File: config.mk
export PLATFORM = sky130hd
export DESIGN_NAME = uart_hw
export DESIGN_NICKNAME = d
export VERILOG_FILES = /design/src/logic/pi1_pkg.sv /design/src/logic/uart_pkg.sv /design/src/logic/uart_rx_if.sv /design/src/logic/uart_fifo.sv /design/src/logic/uart_hw.sv /design/src/logic/uart_regs.sv /design/src/logic/uart_rx.sv /design/src/logic/uart_tx.sv
export SDC_FILE = /design/constraint.sdc
export NUM_CORES = 1
export LEC_CHECK = 0
export BUFFER_PORTS_ARGS = -buffer_cell sky130_fd_sc_hd__buf_2
export CAP_MARGIN = 20
export CORE_ASPECT_RATIO = 0.7
export CORE_MARGIN = 3
export CORE_UTILIZATION = 25
export CTS_BUF_LIST = sky130_fd_sc_hd__clkbuf_4 sky130_fd_sc_hd__clkbuf_8
export DETAILED_ROUTE_END_ITERATION = 6
export MAX_ROUTING_LAYER = met4
export PLACE_DENSITY = 0.45
export SLEW_MARGIN = 20
export SYNTH_ARGS = -nofsm -noshare
export SYNTH_HDL_FRONTEND = slang
export SYNTH_HIERARCHICAL = 1
export SYNTH_SLANG_ARGS = --single-unit
export TNS_END_PERCENT = 10
File: constraint.sdc
create_clock -name clk_i -period 7.1 [get_ports clk_i]
set_clock_uncertainty 0.05 [all_clocks]
set_input_delay 0.355 -clock clk_i [delete_from_list [all_inputs] [get_ports clk_i]]
set_output_delay 0.355 -clock clk_i [all_outputs]
set_load 0.005 [all_outputs]
File: src/logic/pi1_pkg.sv
/*
 * Peripheral bus definitions.
 * Bus operation encoding, address width helper and mapped size.
 */

`default_nettype none

package pi1_pkg;

	// Operation driven by the bus master each cycle.
	typedef enum logic [1:0] {
		PINOOP = 2'b00,
		PIWROP = 2'b01,
		PIRDOP = 2'b10,
		PIRWOP = 2'b11
	} pi1_op_e;

	// Word address width for a given data width.
	function automatic int addr_bits(int archbitsz);
		return archbitsz - $clog2(archbitsz / 8);
	endfunction

	// One word is mapped, padded up to a 64-bit boundary.
	function automatic int mapsz_bytes(int archbitsz);
		return ((archbitsz < 64) ? (64 / archbitsz) : 1) * (archbitsz / 8);
	endfunction

	// Padding makes the size equal for every supported width.
	localparam int MIN_ARCHBITSZ = 16;
	localparam int MAPSZ_BYTES = mapsz_bytes(MIN_ARCHBITSZ);

endpackage

`default_nettype wire

File: src/logic/uart_pkg.sv
/*
 * UART definitions.
 * Command encoding, serializer states and frame constants.
 */

`default_nettype none

package uart_pkg;

	// Command field in the two top bits of a read-write word.
	typedef enum logic [1:0] {
		CMD_GETBUFFERUSAGE = 2'd0,
		CMD_SETINTERRUPT   = 2'd1,
		CMD_SETSPEED       = 2'd2
	} uart_cmd_e;

	// Frame phase, shared by transmitter and receiver.
	typedef enum logic [1:0] {
		IDLE,
		START,
		DATA,
		STOP
	} ser_state_e;

	// 8N1: start, eight data bits, stop.
	localparam int FRAME_BITS = 10;
	localparam int DATA_BITS = FRAME_BITS - 2;

	// Width of the clocks-per-bit setting.
	localparam int CPB_BITSZ = 16;

endpackage

`default_nettype wire

File: src/logic/uart_rx_if.sv
/*
 * Receive byte channel from deserializer to bus block.
 * Carries the byte, its framing flag and the credit return.
 */

`default_nettype none

interface uart_rx_if;

	// Byte beat, one cycle wide.
	logic       vld;
	logic [7:0] data;
	// Stop bit was sampled low.
	logic       frm_err;
	// One pulse per receive slot freed.
	logic       crd;

	modport src (output vld, output data, output frm_err, input crd);

	modport snk (input vld, input data, input frm_err, output crd);

endinterface

`default_nettype wire

File: src/logic/uart_fifo.sv
/*
 * Byte FIFO with occupancy count.
 * Circular buffer, combinational read of the head entry.
 */

`default_nettype none

module uart_fifo #(
	parameter int DEPTH = 4
) (
	input  wire                      clk_i,
	input  wire                      rst_i,
	input  wire                      push_i,
	input  wire  [7:0]               push_data_i,
	input  wire                      pop_i,
	output logic [7:0]               pop_data_o,
	output logic                     empty_o,
	output logic [$clog2(DEPTH):0]   count_o
);

	localparam int AW = $clog2(DEPTH);

	logic [7:0]    mem [DEPTH];
	logic [AW-1:0] wptr;
	logic [AW-1:0] rptr;
	logic [AW:0]   count;

	// Pointers wrap naturally since DEPTH is a power of two.
	always_ff @(posedge clk_i) begin
		if (rst_i) begin
			wptr  <= '0;
			rptr  <= '0;
			count <= '0;
		end else begin
			if (push_i)
				wptr <= wptr + 1'b1;
			if (pop_i)
				rptr <= rptr + 1'b1;
			case ({push_i, pop_i})
				2'b10:   count <= count + 1'b1;
				2'b01:   count <= count - 1'b1;
				default: count <= count;
			endcase
		end
	end

	always_ff @(posedge clk_i) begin
		if (push_i)
			mem[wptr] <= push_data_i;
	end

	// Head entry is visible as soon as it is written.
	assign pop_data_o = mem[rptr];
	assign empty_o    = (count == '0);
	assign count_o    = count;

	// Senders hold credits, so the FIFO is never overrun or underrun.
	a_no_overflow: assert property (@(posedge clk_i) disable iff (rst_i)
		push_i |-> (count != (AW+1)'(DEPTH)))
		else $error("uart_fifo push while full");

	a_no_underflow: assert property (@(posedge clk_i) disable iff (rst_i)
		pop_i |-> !empty_o)
		else $error("uart_fifo pop while empty");

endmodule

`default_nettype wire

File: src/logic/uart_hw.sv
/*
 * UART peripheral top level.
 * Bus slave, transmitter and receiver on plain bus and serial ports.
 */

`default_nettype none

module uart_hw #(
	parameter int ARCHBITSZ = 32,
	parameter int BUFSZ = 4,
	parameter int CLKS_PER_BIT_RST = 8
) (
	input  wire                                      clk_i,
	input  wire                                      rst_i,
	input  wire  pi1_pkg::pi1_op_e                   pi1_op_i,
	input  wire  [pi1_pkg::addr_bits(ARCHBITSZ)-1:0] pi1_addr_i,
	input  wire  [ARCHBITSZ-1:0]                     pi1_data_i,
	output logic [ARCHBITSZ-1:0]                     pi1_data_o,
	input  wire  [ARCHBITSZ/8-1:0]                   pi1_sel_i,
	output logic                                     pi1_rdy_o,
	output logic [ARCHBITSZ-1:0]                     pi1_mapsz_o,
	output logic                                     intrqst_o,
	input  wire                                      intrdy_i,
	output logic                                     tx_o,
	input  wire                                      rx_i
);

	logic                           tx_vld;
	logic [7:0]                     tx_data;
	logic                           tx_crd;
	logic [uart_pkg::CPB_BITSZ-1:0] clks_per_bit;

	uart_rx_if rx_bus ();

	// Single mapped word, so address and byte selects are ignored.
	assign pi1_mapsz_o = ARCHBITSZ'(pi1_pkg::MAPSZ_BYTES);

	uart_regs #(
		.ARCHBITSZ        (ARCHBITSZ),
		.BUFSZ            (BUFSZ),
		.CLKS_PER_BIT_RST (CLKS_PER_BIT_RST)
	) i_uart_regs (
		.clk_i          (clk_i),
		.rst_i          (rst_i),
		.pi1_op_i       (pi1_op_i),
		.pi1_data_i     (pi1_data_i),
		.pi1_data_o     (pi1_data_o),
		.pi1_rdy_o      (pi1_rdy_o),
		.intrqst_o      (intrqst_o),
		.intrdy_i       (intrdy_i),
		.tx_vld_o       (tx_vld),
		.tx_data_o      (tx_data),
		.tx_crd_i       (tx_crd),
		.clks_per_bit_o (clks_per_bit),
		.rx             (rx_bus.snk)
	);

	uart_tx #(.BUFSZ(BUFSZ)) i_uart_tx (
		.clk_i          (clk_i),
		.rst_i          (rst_i),
		.tx_vld_i       (tx_vld),
		.tx_data_i      (tx_data),
		.tx_crd_o       (tx_crd),
		.clks_per_bit_i (clks_per_bit),
		.tx_o           (tx_o)
	);

	uart_rx #(.BUFSZ(BUFSZ)) i_uart_rx (
		.clk_i          (clk_i),
		.rst_i          (rst_i),
		.rx_i           (rx_i),
		.clks_per_bit_i (clks_per_bit),
		.rx             (rx_bus.src)
	);

endmodule

`default_nettype wire

File: src/logic/uart_regs.sv
/*
 * Bus slave of the UART.
 * Op and command decode, receive buffer, transmit credits,
 * speed register and interrupt request.
 */

`default_nettype none

module uart_regs #(
	parameter int ARCHBITSZ = 32,
	parameter int BUFSZ = 4,
	parameter int CLKS_PER_BIT_RST = 8
) (
	input  wire                            clk_i,
	input  wire                            rst_i,
	input  wire  pi1_pkg::pi1_op_e         pi1_op_i,
	input  wire  [ARCHBITSZ-1:0]           pi1_data_i,
	output logic [ARCHBITSZ-1:0]           pi1_data_o,
	output logic                           pi1_rdy_o,
	output logic                           intrqst_o,
	input  wire                            intrdy_i,
	output logic                           tx_vld_o,
	output logic [7:0]                     tx_data_o,
	input  wire                            tx_crd_i,
	output logic [uart_pkg::CPB_BITSZ-1:0] clks_per_bit_o,
	uart_rx_if.snk                         rx
);

	localparam int CNTW = $clog2(BUFSZ) + 1;
	localparam int ARGW = ARCHBITSZ - 2;
	localparam int CPBW = uart_pkg::CPB_BITSZ;

	logic [CNTW-1:0]      tx_crd_cnt;
	logic                 wr_acc;
	logic                 rd_acc;
	logic                 rw_acc;
	logic                 rd_pop;
	uart_pkg::uart_cmd_e  cmd;
	logic [ARGW-1:0]      cmd_arg;
	logic [CPBW-1:0]      cpb_arg;
	logic [ARGW-1:0]      thresh_r;
	logic [CPBW-1:0]      cpb_r;
	logic                 intrdy_q;
	logic                 intrdy_fall;
	logic                 rx_push;
	logic                 rx_empty;
	logic [7:0]           rx_pop_data;
	logic [CNTW-1:0]      rx_count;
	logic                 drop_pend;
	logic [ARCHBITSZ-1:0] rw_result;

	// Writes stall without a transmit slot.
	assign wr_acc    = (pi1_op_i == pi1_pkg::PIWROP) && (tx_crd_cnt != '0);
	assign rd_acc    = (pi1_op_i == pi1_pkg::PIRDOP);
	assign rw_acc    = (pi1_op_i == pi1_pkg::PIRWOP);
	assign pi1_rdy_o = (pi1_op_i != pi1_pkg::PIWROP) || (tx_crd_cnt != '0);
	assign rd_pop    = rd_acc && !rx_empty;

	// Command in the top two bits, argument below.
	assign cmd     = uart_pkg::uart_cmd_e'(pi1_data_i[ARCHBITSZ-1 -: 2]);
	assign cmd_arg = pi1_data_i[ARGW-1:0];
	assign cpb_arg = CPBW'(cmd_arg);

	always_comb begin
		case (cmd)
			uart_pkg::CMD_GETBUFFERUSAGE:
				rw_result = (cmd_arg == '0) ? ARCHBITSZ'(rx_count) : '0;
			uart_pkg::CMD_SETINTERRUPT:
				rw_result = ARCHBITSZ'(BUFSZ);
			uart_pkg::CMD_SETSPEED:
				rw_result = (cpb_arg != '0) ? ARCHBITSZ'(cpb_arg) : ARCHBITSZ'(cpb_r);
			default:
				rw_result = '0;
		endcase
	end

	// Result holds until the next read or read-write.
	always_ff @(posedge clk_i) begin
		if (rd_acc)
			pi1_data_o <= rx_empty ? '0 : ARCHBITSZ'(rx_pop_data);
		else if (rw_acc)
			pi1_data_o <= rw_result;
	end

	// Transmit path, one beat per accepted write.
	always_ff @(posedge clk_i) begin
		if (rst_i) begin
			tx_vld_o   <= 1'b0;
			tx_crd_cnt <= CNTW'(BUFSZ);
		end else begin
			tx_vld_o <= wr_acc;
			case ({wr_acc, tx_crd_i})
				2'b10:   tx_crd_cnt <= tx_crd_cnt - 1'b1;
				2'b01:   tx_crd_cnt <= tx_crd_cnt + 1'b1;
				default: tx_crd_cnt <= tx_crd_cnt;
			endcase
		end
	end

	always_ff @(posedge clk_i) begin
		if (wr_acc)
			tx_data_o <= pi1_data_i[7:0];
	end

	// Speed and interrupt threshold.
	always_ff @(posedge clk_i) begin
		if (rst_i) begin
			cpb_r    <= CPBW'(CLKS_PER_BIT_RST);
			thresh_r <= '0;
			intrdy_q <= 1'b0;
		end else begin
			intrdy_q <= intrdy_i;
			if (rw_acc && cmd == uart_pkg::CMD_SETSPEED && cpb_arg != '0)
				cpb_r <= cpb_arg;
			// A new threshold wins over an acknowledge in the same cycle.
			if (rw_acc && cmd == uart_pkg::CMD_SETINTERRUPT)
				thresh_r <= cmd_arg;
			else if (intrdy_fall)
				thresh_r <= '0;
		end
	end

	assign intrdy_fall    = intrdy_q && !intrdy_i;
	assign clks_per_bit_o = cpb_r;
	assign intrqst_o      = (thresh_r != '0) && (ARGW'(rx_count) >= thresh_r);

	// Bytes with a bad stop bit are discarded.
	assign rx_push = rx.vld && !rx.frm_err;

	uart_fifo #(.DEPTH(BUFSZ)) i_rx_fifo (
		.clk_i       (clk_i),
		.rst_i       (rst_i),
		.push_i      (rx_push),
		.push_data_i (rx.data),
		.pop_i       (rd_pop),
		.pop_data_o  (rx_pop_data),
		.empty_o     (rx_empty),
		.count_o     (rx_count)
	);

	// A discarded byte returns its credit once no pop claims the pulse.
	always_ff @(posedge clk_i) begin
		if (rst_i)
			drop_pend <= 1'b0;
		else
			drop_pend <= (drop_pend && rd_pop) || (rx.vld && rx.frm_err);
	end

	assign rx.crd = rd_pop || drop_pend;

	// The transmitter returns only slots that writes have used.
	a_tx_crd_bound: assert property (@(posedge clk_i) disable iff (rst_i)
		tx_crd_cnt <= CNTW'(BUFSZ))
		else $error("uart_regs transmit credits above BUFSZ");

endmodule

`default_nettype wire

File: src/logic/uart_rx.sv
/*
 * UART receiver.
 * Two-flop synchronizer, mid-bit 8N1 deserializer and credit counter.
 */

`default_nettype none

module uart_rx #(
	parameter int BUFSZ = 4
) (
	input  wire                            clk_i,
	input  wire                            rst_i,
	input  wire                            rx_i,
	input  wire  [uart_pkg::CPB_BITSZ-1:0] clks_per_bit_i,
	uart_rx_if.src                         rx
);

	localparam int CPBW = uart_pkg::CPB_BITSZ;
	localparam int CNTW = $clog2(BUFSZ) + 1;

	uart_pkg::ser_state_e state;
	logic            rx_meta;
	logic            rx_sync;
	logic            rx_prev;
	logic [CPBW-1:0] cnt;
	logic [CPBW-1:0] half_lim;
	logic [CPBW-1:0] full_lim;
	logic [2:0]      bit_idx;
	logic [7:0]      shreg;
	logic            vld_r;
	logic            frm_err_r;
	logic [CNTW-1:0] crd_cnt;

	// Line is asynchronous to clk_i.
	always_ff @(posedge clk_i) begin
		if (rst_i) begin
			rx_meta <= 1'b1;
			rx_sync <= 1'b1;
			rx_prev <= 1'b1;
		end else begin
			rx_meta <= rx_i;
			rx_sync <= rx_meta;
			rx_prev <= rx_sync;
		end
	end

	// Half a bit to the middle of start, then a full bit per sample.
	assign half_lim = (clks_per_bit_i > CPBW'(1)) ?
		(clks_per_bit_i >> 1) - CPBW'(1) : '0;
	assign full_lim = clks_per_bit_i - CPBW'(1);

	always_ff @(posedge clk_i) begin
		if (rst_i) begin
			state   <= uart_pkg::IDLE;
			cnt     <= '0;
			bit_idx <= '0;
			vld_r   <= 1'b0;
		end else begin
			vld_r <= 1'b0;
			cnt   <= cnt + CPBW'(1);
			case (state)
				uart_pkg::IDLE: begin
					cnt <= '0;
					// Falling edge marks a possible start bit.
					if (rx_prev && !rx_sync)
						state <= uart_pkg::START;
				end
				uart_pkg::START: if (cnt == half_lim) begin
					cnt     <= '0;
					bit_idx <= '0;
					// A glitch shorter than half a bit is ignored.
					state   <= rx_sync ? uart_pkg::IDLE : uart_pkg::DATA;
				end
				uart_pkg::DATA: if (cnt == full_lim) begin
					cnt     <= '0;
					bit_idx <= bit_idx + 1'b1;
					if (bit_idx == 3'(uart_pkg::DATA_BITS - 1))
						state <= uart_pkg::STOP;
				end
				default: if (cnt == full_lim) begin
					// Without a credit the byte is lost.
					state <= uart_pkg::IDLE;
					vld_r <= (crd_cnt != '0);
				end
			endcase
		end
	end

	// Byte and framing flag only matter while vld is high.
	always_ff @(posedge clk_i) begin
		if (state == uart_pkg::DATA && cnt == full_lim)
			shreg <= {rx_sync, shreg[7:1]};
		if (state == uart_pkg::STOP && cnt == full_lim)
			frm_err_r <= !rx_sync;
	end

	// Spent on each delivered byte, returned per freed slot.
	always_ff @(posedge clk_i) begin
		if (rst_i)
			crd_cnt <= CNTW'(BUFSZ);
		else begin
			case ({vld_r, rx.crd})
				2'b10:   crd_cnt <= crd_cnt - 1'b1;
				2'b01:   crd_cnt <= crd_cnt + 1'b1;
				default: crd_cnt <= crd_cnt;
			endcase
		end
	end

	assign rx.vld     = vld_r;
	assign rx.data    = shreg;
	assign rx.frm_err = frm_err_r;

	// The bus block may not return more slots than it owns.
	a_crd_bound: assert property (@(posedge clk_i) disable iff (rst_i)
		crd_cnt <= CNTW'(BUFSZ))
		else $error("uart_rx credit count above BUFSZ");

endmodule

`default_nettype wire

File: src/logic/uart_tx.sv
/*
 * UART transmitter.
 * Byte FIFO feeding an 8N1 serializer, one credit returned per byte taken.
 */

`default_nettype none

module uart_tx #(
	parameter int BUFSZ = 4
) (
	input  wire                           clk_i,
	input  wire                           rst_i,
	input  wire                           tx_vld_i,
	input  wire  [7:0]                    tx_data_i,
	output logic                          tx_crd_o,
	input  wire  [uart_pkg::CPB_BITSZ-1:0] clks_per_bit_i,
	output logic                          tx_o
);

	localparam int CPBW = uart_pkg::CPB_BITSZ;

	uart_pkg::ser_state_e state;
	logic [CPBW-1:0] cnt;
	logic [2:0]      bit_idx;
	logic [7:0]      shreg;
	logic            tx_r;
	logic            fifo_empty;
	logic [7:0]      fifo_data;
	logic            take;
	logic            bit_end;

	uart_fifo #(.DEPTH(BUFSZ)) i_tx_fifo (
		.clk_i       (clk_i),
		.rst_i       (rst_i),
		.push_i      (tx_vld_i),
		.push_data_i (tx_data_i),
		.pop_i       (take),
		.pop_data_o  (fifo_data),
		.empty_o     (fifo_empty),
		.count_o     ()
	);

	// Byte moves into the shifter from IDLE, freeing a slot.
	assign take     = (state == uart_pkg::IDLE) && !fifo_empty;
	assign tx_crd_o = take;
	// Last clock of the current bit time.
	assign bit_end  = (cnt == clks_per_bit_i - CPBW'(1));

	always_ff @(posedge clk_i) begin
		if (rst_i) begin
			state   <= uart_pkg::IDLE;
			cnt     <= '0;
			bit_idx <= '0;
			tx_r    <= 1'b1;
		end else begin
			cnt <= bit_end ? '0 : cnt + CPBW'(1);
			case (state)
				uart_pkg::IDLE: begin
					cnt <= '0;
					if (take) begin
						state <= uart_pkg::START;
						tx_r  <= 1'b0;
					end
				end
				uart_pkg::START: if (bit_end) begin
					state   <= uart_pkg::DATA;
					bit_idx <= '0;
					tx_r    <= shreg[0];
				end
				uart_pkg::DATA: if (bit_end) begin
					if (bit_idx == 3'(uart_pkg::DATA_BITS - 1)) begin
						state <= uart_pkg::STOP;
						tx_r  <= 1'b1;
					end else begin
						bit_idx <= bit_idx + 1'b1;
						tx_r    <= shreg[1];
					end
				end
				default: if (bit_end)
					state <= uart_pkg::IDLE;
			endcase
		end
	end

	// LSB first, shifted at each data bit boundary.
	always_ff @(posedge clk_i) begin
		if (take)
			shreg <= fifo_data;
		else if (state == uart_pkg::DATA && bit_end)
			shreg <= {1'b0, shreg[7:1]};
	end

	assign tx_o = tx_r;

	// Line must rest at mark level between frames.
	a_idle_high: assert property (@(posedge clk_i) disable iff (rst_i)
		(state == uart_pkg::IDLE) |-> tx_r)
		else $error("uart_tx line low while idle");

endmodule

`default_nettype wire

==> results.json, run 1 <==
{
  "routedWlPerCell_um": 16.5,
  "grt_max_degree": 61,
  "critPathRequiredTime_ns": 7.45,
  "fin_crit_sh_pct": 58.7,
  "track_usage_pct": 12.2,
  "drt_iter0_markers": 579,
  "die_width_um": 263,
  "crit_type": "reg -> reg",
  "status": "finished, final reports clean",
  "fin_util_pct": 28.8,
  "vias_per_cell": 4.45,
  "clock.fmax_mhz": 240,
  "dp_hpwl_um": 20600,
  "design_area_mm2": 0.0131,
  "maxSlewViolCount": 0,
  "tns_ns": 0,
  "cts_setup_buffers": 0,
  "cp-start-kind": "flop",
  "setup_viol": 0,
  "syn_to_final_growth_pct": 12.9,
  "synthFlopType": "dfxtp_1",
  "hold_path.class": "in -> reg",
  "final_hold_viol_count": 0,
  "yosys.cell_count.top_type": "nor2_1",
  "power.leakage_nw": 4.63,
  "yosysWarningCount": 6,
  "grt_overflow_total": 0,
  "clock_sinks": 225,
  "synth_cell_types": 83,
  "io_pins": 139,
  "crit_fanout": 16,
  "synth-seq-cells": 225,
  "synth_area_leaders": "edfxtp_1 27%, dfxtp_1 21%, nor2_1 4.2%",
  "antenna_found_initial": 2,
  "worstHoldPathCells": 3,
  "cts_root_buf": "clkbuf_8",
  "gp_congestion": 0.826,
  "cts_buffers": 38,
  "die_h_um": 186,
  "worst_pin_slew_ns": 1.03,
  "cp-end-kind": "flop",
  "final_nets": 1274,
  "start_util_pct": 25.5,
  "clk_pin_slew_ns": 0.06,
  "cts_buffer_depth": 3,
  "yosysSeqAreaShare_pct": 47.9,
  "slew_headroom_pct": 31.3,
  "rsz0062_at_grt": "no",
  "placed_cell_area_mm2": 0.0122,
  "synth_common_cells": "129 x nor2_1, 120 x dfxtp_1, 105 x edfxtp_1",
  "firstDrtPassIters": 5,
  "powerDensity_mw_per_mm2": 245,
  "ff2ff_setup_slack_ns": 2.93,
  "synth.top_cell.area_share_pct": 27.2,
  "grt_pass1_wl_um": 45700,
  "syn_avg_cell_area_um2": 10.5,
  "synth_largest_area_cell": "edfxtp_1",
  "numPortBuffers": 56,
  "final_layout_size_suffix_gt1_share_pct": 14.8,
  "async_reset_ff_share_pct": 0,
  "period_minus_slack_ns": 4.17,
  "cap_violations": 0,
  "core_mm2": 0.0455,
  "cts.repair.resized": 0,
  "arrival_ns": 4.52,
  "worstRegToRegCells": 12,
  "insertion_delay_ns": 0.56,
  "whs_ns": 0.0415,
  "grt_pass1_vias": 7753,
  "synth_edf_count": 105,
  "fp-row-count": 65,
  "drt-total-wl_um": 29600,
  "dieArea_mm2": 0.0491,
  "syn_area_mm2": 0.0116,
  "vdd_ir_drop_max_mv": 0.130,
  "cts_tree": "built",
  "ant_nets": 0,
  "vias": 7994,
  "htree_levels": 2,
  "drc_errors": 0,
  "netlist_instances": 1106,
  "hold_buffers": 12
}
[metal layers]
metal  track usage, %  up-vias  wire (um)
met3             2.56       30       1230
met5                -        -          0
met1             17.1     3857      15100
met2             17.8      122      12900
met4             3.06        0        339
li1                 -     3985          -
[cell families (layout without fill, tap and decap cells)]
| group | Yosys count | after routing | share of synthesized area, % |
|---|---|---|---|
| simple gates | 392 | 392 | 18.2 |
| xor+xnor | 99 | 99 | 7.47 |
| other cells | 3 | 50 | 0.0971 |
| buf+inv | 149 | 191 | 7.00 |
| fa+ha+maj | 38 | 38 | 4.36 |
| flops | 225 | 225 | 47.9 |
| compound gates | 153 | 153 | 9.11 |
| mux | 47 | 47 | 5.87 |
[flip-flops by register name (all words and copies together), names as in the netlist, 2 cells and up, named ones only]
signal and count:
i_uart_rx/bit_idx 3, i_uart_rx/crd_cnt 3, i_uart_tx/shreg 8, i_uart_tx/i_tx_fifo/count_o 3, i_uart_regs/i_rx_fifo/mem 32, i_uart_regs/pi1_data_o 16, i_uart_rx/rx.data 8, i_uart_tx/i_tx_fifo/mem 32
i_uart_tx/i_tx_fifo/rptr 2, i_uart_regs/tx_data_o 8, i_uart_tx/state 2, i_uart_tx/i_tx_fifo/wptr 2, i_uart_regs/i_rx_fifo/wptr 2, i_uart_regs/clks_per_bit_o 16, i_uart_regs/tx_crd_cnt 3, i_uart_tx/cnt 16
i_uart_rx/cnt 16, i_uart_regs/i_rx_fifo/count_o 3, i_uart_regs/i_rx_fifo/rptr 2, i_uart_tx/bit_idx 3, i_uart_rx/state 2, i_uart_regs/thresh_r 30
[report_power, final]
part           total (W)  switching (W)  internal (W)
logic           0.000552       0.000305      0.000247
clock network    0.00114       0.000540      0.000598
registers        0.00152      0.0000635       0.00145
total            0.00321       0.000909       0.00230
[path summary, 6_finish.rpt]
path / from / end
worst max-delay path: i_uart_regs/clks_per_bit_o[1] / i_uart_rx/cnt[8]
worst min-delay path: pi1_data_i[26] / i_uart_regs/thresh_r[26]
worst max register to register: i_uart_regs/clks_per_bit_o[1] / i_uart_rx/cnt[8]
worst min register to register: i_uart_rx/rx_meta / i_uart_rx/rx_sync
[worst max-delay path: stages (launching register included)]
cell and delay [ns]:
dfxtp_1 0.29, buf_4 0.20, inv_1 0.12, ha_1 0.24, or3b_2 0.51, nor3_1 0.30, xor2_1 0.14, or4_1 0.53
o311ai_1 0.11, o2111ai_1 0.32, o31a_1 0.45, o21ai_2 0.61, nor3_1 0.12
[per-stage QoR]
stage	setup WS, ns	instances	power, W
2_1_floorplan	3.62	1151	0.00196
3_3_place_gp	3.01	1715	0.00209
3_5_place_dp	2.97	1715	0.00209
4_1_cts	2.96	1796	0.00327
5_1_grt	2.67	1798	0.00341
6_report	2.93	1798	0.00321
[placed cells by master (no fill, tap or decap), types with 5 or more instances in the layout]
master	instances
a21oi_1	39
a22oi_1	35
and2_1	14
and3_1	14
buf_2	55
buf_4	12
clkbuf_4	12
clkbuf_8	41
clkinv_1	7
clkinv_2	7
conb_1	48
dfxtp_1	120
dlygate4sd3_1	12
edfxtp_1	105
ha_1	34
inv_1	43
mux2_2	8
mux2i_1	23
mux4_2	16
nand2_1	43
nand2b_1	40
nand3_1	27
nand3b_1	5
nand4_1	14
nor2_1	129
nor2b_1	9
nor3_1	20
nor4_1	28
o21ai_0	24
o31ai_1	7
or3_1	7
or4_1	7
xnor2_1	50
xor2_1	49
[area by class of cell]
type	instances	area [um2]
Antenna cell	2	5.00
Clock buffer	53	654
Clock inverter	16	76.3
Fill cell	4749	32400
Inverter	43	161
Multi-Input combinational cell	777	5410
Sequential cell	225	5560
Tap cell	603	754
Timing Repair Buffer	79	485
(Power assumes the default switching activity.)
==> run 2: changes to the inputs <==
Clock period 7.1 ns to 4.2 ns, I/O delays scaled along.
==> run 2 against run 1 <==
  * Global-route usage up 0.20 points
  * First-iteration DRC count up 11%
  * Via count up 3.5%
  * Combinational power up 77%
  * Setup slack worse by 2.6 ns
  * Cell count up 1.8%
  * Utilization up 0.69 points
  * Hold slack better by 0.027 ns
  * Routed wire length up 2.1%
  * Power up 72%
  * Clock power up 74%
  * Critical endpoint is now i_uart_rx/state[0]
  * Count of clock-buffer cells in the layout unchanged
==> results.json, run 2 (synthesized netlist as in run 1, its figures left out) <==
{
  "worstHoldPathCells": 3,
  "firstDrtPassIters": 5,
  "worst_pin_slew_ns": 0.990,
  "power.leakage_nw": 4.80,
  "core_mm2": 0.0455,
  "cap_violations": 0,
  "cp_top_family": "compound AO/OA/AOI/OAI gates",
  "critPathSlowestCell": "o31ai_1",
  "power_w": 0.00551,
  "setup_viol": 0,
  "vias": 8271,
  "maxSlewViolCount": 0,
  "clk_pin_slew_ns": 0.07,
  "gp_congestion": 0.804,
  "final_common_cell": "nor2_1",
  "status": "finished, final reports clean",
  "cp_num_buf_inv": 1,
  "numPortBuffers": 56,
  "fin_crit_sh_pct": 91.2,
  "htree_levels": 2,
  "cp-start-kind": "flop",
  "ant_nets": 0,
  "largestRegisters": "i_uart_regs/i_rx_fifo/mem: 32 flops, i_uart_tx/i_tx_fifo/mem: 32 flops, i_uart_regs/thresh_r: 30 flops",
  "final_hold_viol_count": 0,
  "r2r-end": "i_uart_rx/state[0]",
  "routedWlPerCell_um": 16.5,
  "dieArea_mm2": 0.0491,
  "slowest_delay_ns": 0.67,
  "grt_overflow_total": 0,
  "vias_per_cell": 4.52,
  "worstPathCellList": "inv_1 -> ha_1 -> or3b_2 -> nor3_1 -> xor2_1 -> or4_1 -> o311ai_1 -> o2111ai_1 -> o31ai_1 -> a211oi_1 -> a31o_2",
  "final_layout_size_suffix_gt1_share_pct": 15.6,
  "dp_hpwl_um": 21100,
  "design_area_mm2": 0.0134,
  "cts_root_buf": "clkbuf_8",
  "slew_headroom_pct": 34.0,
  "final_nets": 1306,
  "vdd_ir_drop_max_mv": 0.234,
  "drt_iter0_markers": 641,
  "syn_to_final_growth_pct": 15.6,
  "drt-total-wl_um": 30200,
  "crit_fanout": 5,
  "die_width_um": 263,
  "grt_pass1_vias": 8035,
  "cts_tree": "built",
  "track_usage_pct": 12.4,
  "antenna_found_initial": 2,
  "layout_common_cells": "129 x nor2_1, 120 x dfxtp_1, 105 x edfxtp_1, 55 x buf_2, 50 x xnor2_1",
  "drc_errors": 0,
  "ff2ff_setup_slack_ns": 0.37,
  "fp-row-count": 65,
  "cts_buffers": 37,
  "crit_type": "reg -> reg",
  "hold_path.class": "in -> reg",
  "fill_cells": 4690,
  "cts_buffer_depth": 3,
  "r2r-start": "i_uart_regs/clks_per_bit_o[1]",
  "whs_ns": 0.0690,
  "arrival_ns": 4.22,
  "insertion_delay_ns": 0.55,
  "cts_setup_buffers": 0,
  "cp-end-kind": "flop",
  "die_h_um": 186,
  "start_util_pct": 25.5,
  "clock_sinks": 225,
  "powerDensity_mw_per_mm2": 411,
  "critPathRequiredTime_ns": 4.58,
  "io_pins": 139,
  "clock.fmax_mhz": 261,
  "min_to": "i_uart_regs/pi1_data_o[0]",
  "tns_ns": 0,
  "worstRegToRegCells": 11,
  "place_inst": 1728,
  "period_minus_slack_ns": 3.83,
  "fin_cells": 1830,
  "placed_cell_area_mm2": 0.0123,
  "grt_pass1_wl_um": 46600,
  "grt_max_degree": 59,
  "rsz0062_at_grt": "no",
  "min_from": "pi1_data_i[30]"
}
-- run 2: cell count changes in the layout (fill, tap and decap cells not counted) --
cell and change:
inv_8 +1, dlygate4sd3_1 +20, clkbuf_8 -2, clkbuf_4 +2
clkinv_1 -2, clkinvlp_4 -2, inv_6 +1, bufinv_16 +1
buf_4 +13
-- run 2: routing by layer --
metal  track usage [%]  up-vias  wire length [um]
li1                  -     4043                 -
met3              2.70       58              1400
met2              17.4      167             12500
met1              17.6     4003             15600
met5                 -        -                 0
met4              3.81        0               678
-- run 2: area by class of cell --
type                            count  area (um2)  share of cell area (%)
Sequential cell                   225        5560                    41.4
Multi-Input combinational cell    777        5410                    40.3
Timing Repair Buffer              112         783                    5.84
Tap cell                          603         754                    5.63
Clock buffer                       53         642                    4.79
Inverter                           43         161                    1.20
Clock inverter                     15         104                   0.774
Antenna cell                        2        5.00                  0.0373
-- run 2: how the worst max path moves through the flow --
stage,end,depth (start not counted),from
2_1_floorplan,i_uart_rx/bit_idx[0],12,i_uart_regs/clks_per_bit_o[2]
3_3_place_gp,i_uart_rx/state[0],11,i_uart_regs/clks_per_bit_o[1]
3_5_place_dp,i_uart_rx/state[0],11,i_uart_regs/clks_per_bit_o[1]
4_1_cts,i_uart_rx/state[0],11,i_uart_regs/clks_per_bit_o[1]
5_1_grt,i_uart_rx/state[0],11,i_uart_regs/clks_per_bit_o[1]
6_report,i_uart_rx/state[0],11,i_uart_regs/clks_per_bit_o[1]
-- run 2: stage by stage --
step | worst slack, ns | util, %
2_1_floorplan | 0.718 | -
3_3_place_gp | 0.502 | 27.1
3_5_place_dp | 0.447 | 27.1
4_1_cts | 0.409 | 29.5
5_1_grt | 0.0412 | 29.5
6_report | 0.368 | 29.5
-- run 2: power breakdown --
part	switching (W)	internal [W]
logic	0.000534	0.000444
clock network	0.000923	0.00106
registers	0.0000975	0.00246
-- run 2: what timing repair did --
| action | in CTS | in global routing |
|---|---|---|
| gates resized for setup | 0 | 0 |
| hold endpoints to repair | 52 | 0 |
| hold buffers | 32 | 0 |
-- run 2: tightest hold or removal path, delay by kind of cell --
family,cells,cell delay (ns)
AO/OA/AOI/OAI,1,0.07
buffers and inverters,1,0.11
AND/OR/NAND/NOR,1,0.11
==> run 3: changes to the inputs <==
Settings changed: MAX_ROUTING_LAYER met4 to not set.
==> run 3 against run 2 <==
  * Sequential share of layout area barely moved
  * Critical path depth did not move
  * Via count rose by 0.12%
  * Largest power group unchanged
  * Design area barely moved
  * Hold slack improved by 0.0029 ns
  * Count of clock-buffer cells in the layout did not move
  * Power barely moved
  * Sequential power barely moved
  * Clock power barely moved
  * Fmax rose by 0.39%
  * Largest cell class unchanged
==> results.json, run 3 (synthesized netlist as in run 1, its figures left out) <==
{
  "final_hold_viol_count": 0,
  "syn_to_final_growth_pct": 15.6,
  "routedWlPerCell_um": 16.5,
  "powerDensity_mw_per_mm2": 411,
  "dieArea_mm2": 0.0491,
  "vias_per_cell": 4.53,
  "design_area_mm2": 0.0134,
  "timing.final.ws_setup_ns": 0.383,
  "setup_viol": 0,
  "vdd_ir_drop_max_mv": 0.234,
  "cts_buffer_depth": 3,
  "n_antenna_cell": 0,
  "cp_num_buf_inv": 1,
  "cts_buffers": 37,
  "drt-total-wl_um": 30200,
  "critPathSlowestCell": "o31ai_1",
  "tns_ns": 0,
  "clock.fmax_mhz": 262,
  "firstDrtPassIters": 5,
  "placed_cell_area_mm2": 0.0123,
  "hold_path.class": "in -> reg",
  "htree_levels": 2,
  "die_h_um": 186,
  "core_mm2": 0.0455,
  "cts_tree": "built",
  "grt_pass1_vias": 8051,
  "whs_ns": 0.0719,
  "fill_cells": 4692,
  "grt_pass1_wl_um": 46600,
  "drc_errors": 0,
  "slowest_delay_ns": 0.66,
  "final_layout_size_suffix_gt1_share_pct": 15.6,
  "layout_common_cells": "129 x nor2_1, 120 x dfxtp_1, 105 x edfxtp_1, 55 x buf_2, 50 x xnor2_1",
  "worst_pin_slew_ns": 0.978,
  "maxSlewViolCount": 0,
  "power.leakage_nw": 4.80,
  "worstPathCellList": "inv_1 -> ha_1 -> or3b_2 -> nor3_1 -> xor2_1 -> or4_1 -> o311ai_1 -> o2111ai_1 -> o31ai_1 -> a211oi_1 -> a31o_2",
  "critPathRequiredTime_ns": 4.58,
  "ant_nets": 0,
  "post-place-ws_ns": 0.447,
  "gp_congestion": 0.793,
  "cp-end-kind": "flop",
  "seqCellArea_mm2": 0.00556,
  "multi_input_area_mm2": 0.00541,
  "io_pins": 139,
  "crit_fanout": 5,
  "cp-start-kind": "flop",
  "grt_overflow_total": 0,
  "fp-row-count": 65,
  "status": "finished, final reports clean",
  "clk_pin_slew_ns": 0.07,
  "drt_iter0_markers": 631,
  "die_width_um": 263,
  "cts.repair.resized": 0,
  "insertion_delay_ns": 0.55,
  "period_minus_slack_ns": 3.82,
  "final_common_cell": "nor2_1",
  "numPortBuffers": 56,
  "vias": 8281,
  "grt_max_degree": 59,
  "largestRegisters": "i_uart_regs/i_rx_fifo/mem: 32 flops, i_uart_tx/i_tx_fifo/mem: 32 flops, i_uart_regs/thresh_r: 30 flops",
  "power_w": 0.00551,
  "cap_violations": 0,
  "rsz0062_at_grt": "no",
  "final_nets": 1306,
  "antenna_found_initial": 2,
  "clock_sinks": 225,
  "cts_root_buf": "clkbuf_8",
  "start_util_pct": 25.5,
  "cp_top_family": "compound AO/OA/AOI/OAI gates",
  "slew_headroom_pct": 34.7,
  "arrival_ns": 4.20,
  "fin_crit_sh_pct": 90.9,
  "dp_hpwl_um": 21100,
  "crit_type": "reg -> reg",
  "track_usage_pct": 12.0
}
[run 3: cell count changes in the layout (fill, tap and decap cells not counted), sizes merged]
cell / change
diode: -2
[run 3: routing by layer]
layer / up-vias / global-route usage (%) / share of wire [%]
met4: 4 / 3.81 / 2.3
li1: 4052 / - / -
met3: 61 / 2.70 / 4.9
met1: 3978 / 17.5 / 51
met5: - / 0 / 0.089
met2: 186 / 17.5 / 41
[run 3: cell type report]
class	instances	share of cell area (%)
clock inverters	15	0.775
multi-input cells	777	40.3
flip-flops and latches	225	41.4
well taps	603	5.63
clock buffers	53	4.79
inverters	43	1.20
repair buffers	112	5.84
[run 3: what timing repair did]
item / 4_1_cts / 5_1_grt
buffers inserted: 0 / 0
hold endpoints to repair: 52 / 0
hold buffers: 32 / 0
[run 3: path summary, 6_finish.rpt]
check,from,end,slack [ns],cells past startpoint
max reg2reg,i_uart_regs/clks_per_bit_o[1],i_uart_rx/state[0],0.38,11
max,i_uart_regs/clks_per_bit_o[1],i_uart_rx/state[0],0.38,11
min reg2reg,i_uart_rx/rx_meta,i_uart_rx/rx_sync,0.36,1
min,pi1_data_i[30],i_uart_regs/pi1_data_o[0],0.07,3
[run 3: tightest hold or removal path, delay by kind of cell]
| family | cells | cell delay (ns) |
|---|---|---|
| AOI/OAI and AO/OA | 1 | 0.07 |
| buffers and inverters | 1 | 0.11 |
| and+or+nand+nor | 1 | 0.11 |
[run 3: power by group]
group	switching [W]	internal, W
clock	0.000921	0.00106
combinational	0.000533	0.000444
sequential	0.0000978	0.00246
[run 3: through the flow]
| stage | std cells | util, % |
|---|---|---|
| 3_5_place_dp | 1728 | 27.1 |
| 4_1_cts | 1828 | 29.5 |
| 6_report | 1828 | 29.5 |
| 3_3_place_gp | 1728 | 27.1 |
| 2_1_floorplan | 1151 | - |
| 5_1_grt | 1828 | 29.5 |
